## config.mk

```make
export PLATFORM = sky130hd
export DESIGN_NAME = byte_bus_top
export DESIGN_NICKNAME = d
export VERILOG_FILES = /design/src/hdl/byte_bus_pkg.sv /design/src/hdl/bus_phase_counter.sv /design/src/hdl/accum_cpu.sv /design/src/hdl/byte_bus_bridge.sv /design/src/hdl/byte_bus_top.sv
export SDC_FILE = /design/constraint.sdc
export NUM_CORES = 1
export LEC_CHECK = 0
export BUFFER_PORTS_ARGS = -buffer_cell sky130_fd_sc_hd__buf_2
export CORE_ASPECT_RATIO = 1.75
export CORE_MARGIN = 2
export CORE_UTILIZATION = 63
export CTS_CLUSTER_DIAMETER = 200
export DETAILED_ROUTE_END_ITERATION = 6
export HOLD_SLACK_MARGIN = 0.15
export PLACE_DENSITY = 0.81
export SYNTH_ARGS = -nofsm -noshare
export SYNTH_HDL_FRONTEND = slang
export SYNTH_SLANG_ARGS = --single-unit
```

## constraint.sdc

```tcl
create_clock -name clk -period 5.2 [get_ports clk]
set_clock_uncertainty 0.05 [all_clocks]
set_input_delay 1.04 -clock clk [delete_from_list [all_inputs] [get_ports clk]]
set_output_delay 1.04 -clock clk [all_outputs]
set_load 0.005 [all_outputs]
```

## src/hdl/byte_bus_pkg.sv

```systemverilog
// ----------------------------------------------------------------------
// Shared definitions for the byte-wide bus processor
// Bus and pin widths, frame length, bus request struct,
// opcode and processor state enums
// ----------------------------------------------------------------------
`default_nettype none

package byte_bus_pkg;

  localparam int BUS_WIDTH = 32;  // Address and data word width
  localparam int PIN_WIDTH = 8;   // Width of the byte pins
  localparam int BUS_BYTES = BUS_WIDTH / PIN_WIDTH;
  localparam int FRAME_LEN = 10;  // Clock cycles per processor step

  typedef logic [3:0] phase_t;  // Frame phase, 0 to FRAME_LEN-1

  typedef struct packed {
    logic                 valid;
    logic                 write;
    logic [BUS_WIDTH-1:0] addr;   // Word address
    logic [BUS_WIDTH-1:0] wdata;
  } bus_req_t;

  // Opcode in instruction bits 31:28, codes 7 to 15 act as halt
  typedef enum logic [3:0] {
    OP_HALT  = 4'h0,
    OP_LOAD  = 4'h1,
    OP_ADD   = 4'h2,
    OP_SUB   = 4'h3,
    OP_STORE = 4'h4,
    OP_JUMP  = 4'h5,
    OP_JZ    = 4'h6
  } cpu_op_e;

  typedef enum logic [1:0] {
    ST_FETCH   = 2'd0,
    ST_OPERAND = 2'd1,
    ST_WRITE   = 2'd2,
    ST_HALTED  = 2'd3
  } cpu_state_e;

endpackage

`default_nettype wire

```

## src/hdl/bus_phase_counter.sv

```systemverilog
// ----------------------------------------------------------------------
// Frame phase counter
// Counts 1..FRAME_LEN-1 then 0 and pulses the processor step at phase 0
// ----------------------------------------------------------------------
`timescale 1ns/1ns
`default_nettype none

module bus_phase_counter (
  input  logic                 clk,
  input  logic                 rst_n,
  output byte_bus_pkg::phase_t phase,
  output logic                 cpu_step
);

  import byte_bus_pkg::*;

  localparam phase_t START_PHASE = phase_t'(1);             // First frame skips the step
  localparam phase_t LAST_PHASE  = phase_t'(FRAME_LEN - 1);

  always_ff @(posedge clk or negedge rst_n) begin
    if (!rst_n) begin
      phase <= START_PHASE;
    end else if (phase == LAST_PHASE) begin
      phase <= '0;                          // Wrap to the step phase
    end else begin
      phase <= phase + phase_t'(1);
    end
  end

  // One cycle per frame
  assign cpu_step = (phase == '0);

endmodule

`default_nettype wire

```

## src/hdl/accum_cpu.sv

```systemverilog
// ----------------------------------------------------------------------
// Accumulator processor
// Fetch, operand read and write steps, one bus request per step
// Instruction word holds opcode in 31:28 and operand in 27:0
// ----------------------------------------------------------------------
`timescale 1ns/1ns
`default_nettype none

module accum_cpu #(
  parameter logic [byte_bus_pkg::BUS_WIDTH-1:0] RESET_VECTOR = '0
) (
  input  logic                                 clk,
  input  logic                                 rst_n,
  input  logic                                 cpu_step,
  input  logic [byte_bus_pkg::BUS_WIDTH-1:0]   rdata,
  output byte_bus_pkg::bus_req_t               req,
  output logic                                 halted
);

  import byte_bus_pkg::*;

  localparam int OPND_W = 28;  // Operand field width

  cpu_state_e           state;
  cpu_op_e              op_q;      // Opcode waiting for its operand
  cpu_op_e              dec_op;
  logic [BUS_WIDTH-1:0] pc;
  logic [BUS_WIDTH-1:0] acc;
  logic [BUS_WIDTH-1:0] opr_addr;  // Operand address of the pending access
  logic [BUS_WIDTH-1:0] dec_opnd;
  logic [BUS_WIDTH-1:0] pc_inc;

  always_comb begin
    dec_op   = cpu_op_e'(rdata[BUS_WIDTH-1:OPND_W]);
    dec_opnd = {{(BUS_WIDTH - OPND_W){1'b0}}, rdata[OPND_W-1:0]};
    pc_inc   = pc + 1'b1;
  end

  always_ff @(posedge clk or negedge rst_n) begin
    if (!rst_n) begin
      state <= ST_FETCH;      // First frame fetches from the reset vector
      pc    <= RESET_VECTOR;
      acc   <= '0;
      op_q  <= OP_HALT;
    end else if (cpu_step) begin
      case (state)
        ST_FETCH: begin
          op_q <= dec_op;
          case (dec_op)
            OP_LOAD, OP_ADD, OP_SUB: begin
              state <= ST_OPERAND;
            end
            OP_STORE: begin
              state <= ST_WRITE;
            end
            OP_JUMP: begin
              pc <= dec_opnd;
            end
            OP_JZ: begin
              pc <= (acc == '0) ? dec_opnd : pc_inc;
            end
            default: begin
              state <= ST_HALTED;   // HALT and unknown codes
            end
          endcase
        end
        ST_OPERAND: begin
          case (op_q)
            OP_LOAD: acc <= rdata;
            OP_ADD:  acc <= acc + rdata;  // Wraps modulo 2^32
            OP_SUB:  acc <= acc - rdata;
            default: acc <= acc;
          endcase
          pc    <= pc_inc;
          state <= ST_FETCH;
        end
        ST_WRITE: begin
          pc    <= pc_inc;
          state <= ST_FETCH;
        end
        default: begin
          state <= ST_HALTED;       // Stays until reset
        end
      endcase
    end
  end

  // Operand address for the following read or write step
  always_ff @(posedge clk) begin
    if (cpu_step && state == ST_FETCH) begin
      opr_addr <= dec_opnd;
    end
  end

  // Request is decoded from registered state, so it holds between steps
  always_comb begin
    req       = '0;
    req.valid = (state != ST_HALTED);
    req.write = (state == ST_WRITE);
    if (state == ST_OPERAND || state == ST_WRITE) begin
      req.addr = opr_addr;
    end else begin
      req.addr = pc;
    end
    if (state == ST_WRITE) begin
      req.wdata = acc;
    end
  end

  assign halted = (state == ST_HALTED);

endmodule

`default_nettype wire

```

## src/hdl/byte_bus_bridge.sv

```systemverilog
// ----------------------------------------------------------------------
// Byte bus bridge
// Serializes request address and write data onto byte pins,
// collects read data bytes into a word for the processor
// ----------------------------------------------------------------------
`timescale 1ns/1ns
`default_nettype none

module byte_bus_bridge (
  input  logic                                 clk,
  input  logic                                 rst_n,
  input  byte_bus_pkg::phase_t                 phase,
  input  byte_bus_pkg::bus_req_t               req,
  output logic [byte_bus_pkg::BUS_WIDTH-1:0]   rdata,
  output logic [byte_bus_pkg::PIN_WIDTH-1:0]   addr_byte,
  output logic [byte_bus_pkg::PIN_WIDTH-1:0]   data_out,
  output logic [byte_bus_pkg::PIN_WIDTH-1:0]   data_oe,
  input  logic [byte_bus_pkg::PIN_WIDTH-1:0]   data_in,
  output logic                                 bus_sync
);

  import byte_bus_pkg::*;

  localparam int SEL_W = $clog2(BUS_BYTES);

  // Pins are registered, so selection runs one phase ahead of the pins
  localparam phase_t DRIVE_FIRST = phase_t'(1);
  localparam phase_t DRIVE_LAST  = phase_t'(BUS_BYTES);
  localparam phase_t CAPT_FIRST  = phase_t'(FRAME_LEN - BUS_BYTES);
  localparam phase_t CAPT_LAST   = phase_t'(FRAME_LEN - 1);

  logic                 drive_win;   // Next phase carries a request byte
  logic                 capt_win;    // Read byte present on data_in
  logic                 wr_drive;
  phase_t               sel_phase;
  logic [SEL_W-1:0]     byte_sel;
  logic [PIN_WIDTH-1:0] addr_next;
  logic [PIN_WIDTH-1:0] wdata_next;

  always_comb begin
    drive_win = req.valid && (phase >= DRIVE_FIRST) && (phase <= DRIVE_LAST);
    capt_win  = req.valid && !req.write && (phase >= CAPT_FIRST) && (phase <= CAPT_LAST);
    wr_drive  = drive_win && req.write;
    sel_phase = phase - DRIVE_FIRST;
    byte_sel  = sel_phase[SEL_W-1:0];   // Least significant byte first
    addr_next  = '0;
    wdata_next = '0;
    if (drive_win) begin
      addr_next = req.addr[byte_sel*PIN_WIDTH +: PIN_WIDTH];
    end
    if (wr_drive) begin
      wdata_next = req.wdata[byte_sel*PIN_WIDTH +: PIN_WIDTH];
    end
  end

  always_ff @(posedge clk or negedge rst_n) begin
    if (!rst_n) begin
      addr_byte <= '0;
      data_out  <= '0;
      data_oe   <= '0;
      bus_sync  <= 1'b0;
    end else begin
      addr_byte <= addr_next;
      data_out  <= wdata_next;
      data_oe   <= {PIN_WIDTH{wr_drive}};      // Enable follows the write flag
      bus_sync  <= req.valid && (phase == DRIVE_FIRST);  // Marks address byte 0
    end
  end

  // Bytes enter at the top, so byte 0 ends up in the low lane
  always_ff @(posedge clk) begin
    if (capt_win) begin
      rdata <= {data_in, rdata[BUS_WIDTH-1:PIN_WIDTH]};
    end
  end

endmodule

`default_nettype wire

```

## src/hdl/byte_bus_top.sv

```systemverilog
// ----------------------------------------------------------------------
// Top level of the byte bus processor
// Phase counter, accumulator processor and byte bus bridge
// ----------------------------------------------------------------------
`timescale 1ns/1ns
`default_nettype none

module byte_bus_top #(
  parameter logic [byte_bus_pkg::BUS_WIDTH-1:0] RESET_VECTOR = '0
) (
  input  logic                                 clk,
  input  logic                                 rst_n,
  output logic [byte_bus_pkg::PIN_WIDTH-1:0]   addr_byte,
  output logic [byte_bus_pkg::PIN_WIDTH-1:0]   data_out,
  output logic [byte_bus_pkg::PIN_WIDTH-1:0]   data_oe,
  input  logic [byte_bus_pkg::PIN_WIDTH-1:0]   data_in,
  output logic                                 bus_sync,
  output logic                                 halted
);

  import byte_bus_pkg::*;

  phase_t               phase;
  logic                 cpu_step;
  bus_req_t             req;
  logic [BUS_WIDTH-1:0] rdata;    // Assembled read word

  bus_phase_counter u_phase (
    .clk      (clk),
    .rst_n    (rst_n),
    .phase    (phase),
    .cpu_step (cpu_step)
  );

  accum_cpu #(
    .RESET_VECTOR (RESET_VECTOR)
  ) u_cpu (
    .clk      (clk),
    .rst_n    (rst_n),
    .cpu_step (cpu_step),
    .rdata    (rdata),
    .req      (req),
    .halted   (halted)
  );

  byte_bus_bridge u_bridge (
    .clk       (clk),
    .rst_n     (rst_n),
    .phase     (phase),
    .req       (req),
    .rdata     (rdata),
    .addr_byte (addr_byte),
    .data_out  (data_out),
    .data_oe   (data_oe),
    .data_in   (data_in),
    .bus_sync  (bus_sync)
  );

endmodule

`default_nettype wire

```

==> results.py <==
metrics = {
    "floorplanning": {
        "dieArea_mm2": 0.0156,
        "fp.coreArea_mm2": 0.0143,
        "num_rows": 58,
        "die_w_um": 95.1,
        "ios": 36,
        "die_h_um": 163,
        "initial_core_util": 0.640,
    },
    "sta": {
        "setup_viol_count_final": 0,
        "fin_ws_ns": 0.540,
        "slew_violations": 0,
        "finalSetupTns_ns": 0,
        "finalCriticalPeriod_ns": 4.66,
        "post-route-period-util": 0.896,
        "rsz0062_at_grt": "no",
        "max_slew_margin": 0.221,
        "hold_viol": 0,
        "fmax_mhz": 215,
        "worstMarginPinSlew_ns": 1.17,
    },
    "routing": {
        "wl_per_cell_um": 23.4,
        "drtIter0Drc": 831,
        "postRouteWirelength_um": 26600,
        "route.detailed.drc": 0,
        "firstDrtPassIters": 7,
        "vias": 7840,
        "via_per_inst": 6.90,
        "ant_nets": 0,
    },
    "placed_design": {
        "dpl_cell_area_mm2": 0.00946,
        "hpwl_um": 18200,
        "pre_cts_slack_ns": 0.645,
        "dp_cells": 1105,
        "port_buffers": 35,
        "place_congestion": 1.02,
    },
    "clock_network": {
        "cts_buffers": 17,
        "cts_hold_buf": 0,
        "postCtsSetupBuffers": 0,
        "path_clk_slew_ns": 0.07,
        "cts_sinks": 152,
        "clk-insertion-delay-late_ns": 0.42,
        "cts-root-buf": "clkbuf_16",
        "clk_path_buf_depth": 2,
        "cts_resized": 0,
        "cts_tree": "built",
        "htreeDepth": 4,
    },
    "power": {
        "pwr-share-comb": 0.177,
        "ir_worst_vdd_uv": 179,
        "seqPwrFrac": 0.449,
        "p_leak_nw": 4.51,
        "powerDensity_mw_per_mm2": 329,
        "pwr-share-clk": 0.375,
        "p_switching_mw": 1.05,
        "total_power_mw": 3.30,
        "netSwitchingFraction": 0.317,
        "internal_power_mw": 2.26,
    },
    "min_path": {
        "hold_start": "u_cpu.op_q[2]",
        "holdPathEnd": "u_cpu.op_q[2]",
        "holdPathStages": 1,
        "min_path_type": "flop to flop",
    },
    "critical_path": {
        "end_kind": "flop",
        "reg2reg_to": "u_cpu.acc[29]",
        "cp.arrival_ns": 4.92,
        "crit_path_start_kind": "flop",
        "rrSetupSlack_ns": 0.54,
        "ff2ff_path_depth": 18,
        "critPathRequiredTime_ns": 5.46,
        "crit_type": "flop to flop",
        "worst-path-max-fanout": 6,
        "r2r-start": "u_bridge.rdata[4]",
    },
    "logic_synthesis": {
        "synthArstFlopShare": 0.605,
        "synth_flop_cell": "dfrtp_1",
        "synth_nets": 981,
        "ys_seq_area_frac": 0.448,
        "syn_area_mm2": 0.00916,
        "synth.distinct_cells": 66,
        "synth-seq-cells": 152,
        "synth_warnings": 0,
        "synth_edf_count": 60,
        "syn_inst": 928,
        "syn_avg_cell_area_um2": 9.87,
    },
    "final_layout": {
        "drive_above_1_share": 0.125,
        "area_growth_pct": 9.63,
        "final_cells": 1137,
        "layout_commonest_cell": "dfrtp_1",
        "nets": 997,
        "final_area_mm2": 0.0100,
        "layout_common_cells": "dfrtp_1 (91), a21oi_1 (87), nand2_1 (86), nor2_1 (84), o21ai_0 (80)",
        "num_antenna_cells": 0,
    },
    "global_routing": {
        "grt_usage": 0.359,
        "antenna_found_initial": 0,
        "grt_max_degree": 51,
        "gr-total-overflow": 0,
        "grt_pass1_vias": 7931,
        "grt_pass1_wl_um": 41900,
    },
    "flow_run": {
        "maxCapViolCount": 0,
    },
    "outcome": {
        "status": "finished clean",
    },
}
power by group through the flow:
stage | Clock (mW) | Sequential (mW) | Combinational, mW
after floorplan | 0 | 1.43 | 0.445
after global placement | 0 | 1.49 | 0.556
after detailed placement | 0 | 1.49 | 0.568
after CTS | 1.24 | 1.47 | 0.577
after global routing | 1.28 | 1.49 | 0.646
final | 1.24 | 1.48 | 0.583
how the worst max path moves through the flow:
| stage | slack, ns | startpoint | to |
|---|---|---|---|
| floorplan | 0.99 | u_phase.phase[0] | u_bridge.rdata[0] |
| global placement | 0.73 | u_bridge.rdata[4] | u_cpu.acc[29] |
| detailed placement | 0.65 | u_bridge.rdata[4] | u_cpu.acc[31] |
| CTS | 0.61 | u_bridge.rdata[4] | u_cpu.acc[31] |
| global route | 0.20 | u_bridge.rdata[0] | u_cpu.acc[29] |
| finish | 0.54 | u_bridge.rdata[4] | u_cpu.acc[29] |
stage by stage:
stage / hold slack (ns) / utilization
2_1_floorplan: 0.374 / -
3_3_place_gp: 0.442 / 0.662
3_5_place_dp: 0.446 / 0.662
4_1_cts: 0.462 / 0.702
5_1_grt: 0.487 / 0.702
6_report: 0.468 / 0.702
cell usage after synthesis (8+ instances only):
| cell type | count | area (um^2) |
|---|---|---|
| o31ai_1 | 9 | 67.6 |
| xnor2_1 | 23 | 201 |
| nor3_1 | 8 | 40.0 |
| clkbuf_1 | 42 | 158 |
| mux2i_1 | 12 | 120 |
| dfrtp_1 | 91 | 2280 |
| xor2_1 | 39 | 342 |
| nor2_1 | 84 | 315 |
| nand2_1 | 86 | 323 |
| a21oi_1 | 87 | 435 |
| nor4_1 | 12 | 75.1 |
| ha_1 | 42 | 526 |
| o21ai_0 | 81 | 405 |
| inv_1 | 20 | 75.1 |
| a31oi_1 | 16 | 100 |
| edfxtp_1 | 60 | 1800 |
| a21o_1 | 21 | 158 |
| nand3_1 | 31 | 155 |
| nand4_1 | 10 | 62.6 |
| and3_1 | 23 | 144 |
| mux4_2 | 20 | 450 |
layer usage:
layer,up-vias,part of all wire,track usage
li1,3434,-,-
met4,0,0.099,0.296
met5,-,0,0
met2,532,0.49,0.589
met3,177,0.080,0.0710
met1,3697,0.33,0.392
cells by family after synthesis:
group | share of synthesized area
adders and majority gates | 0.0596
and+or+nand+nor | 0.151
DFF | 0.448
xor gates and xnor gates | 0.0593
buffers and inverters | 0.0332
muxes | 0.0672
AOI/OAI and AO/OA | 0.181
state kept, by name, summed over array words and instances (netlist names):
name / count
u_cpu.opr_addr: 28
u_cpu.pc: 32
u_bridge.addr_byte: 8
u_bridge.data_oe: 1
u_bridge.bus_sync: 1
u_bridge.rdata: 32
u_phase.phase: 4
u_bridge.data_out: 8
u_cpu.state: 2
u_cpu.op_q: 4
u_cpu.acc: 32
critical path: stages, from the launching register on:
cell and delay (ns):
edfxtp_1 0.47, or3_1 0.44, or3_1 0.37, nand2b_1 0.22
nor2b_1 0.18, inv_1 0.09, o21ai_0 0.21, xor2_1 0.18
ha_1 0.31, and4_1 0.24, nand2_1 0.12, nor2_1 0.06
a21oi_1 0.21, o311ai_4 0.18, a221o_1 0.42, a21o_2 0.23
a211oi_1 0.25, o311ai_0 0.17, o21a_1 0.16
cell type report:
class	count	area, um^2
fill	1020	4260
timing repair buffer	50	290
clock inverter	15	151
sequential	152	4110
inverter	21	78.8
tap	180	225
clock buffer	17	425
multi-input combinational	702	4760
Note: power is estimated with default switching activity, not from simulation.
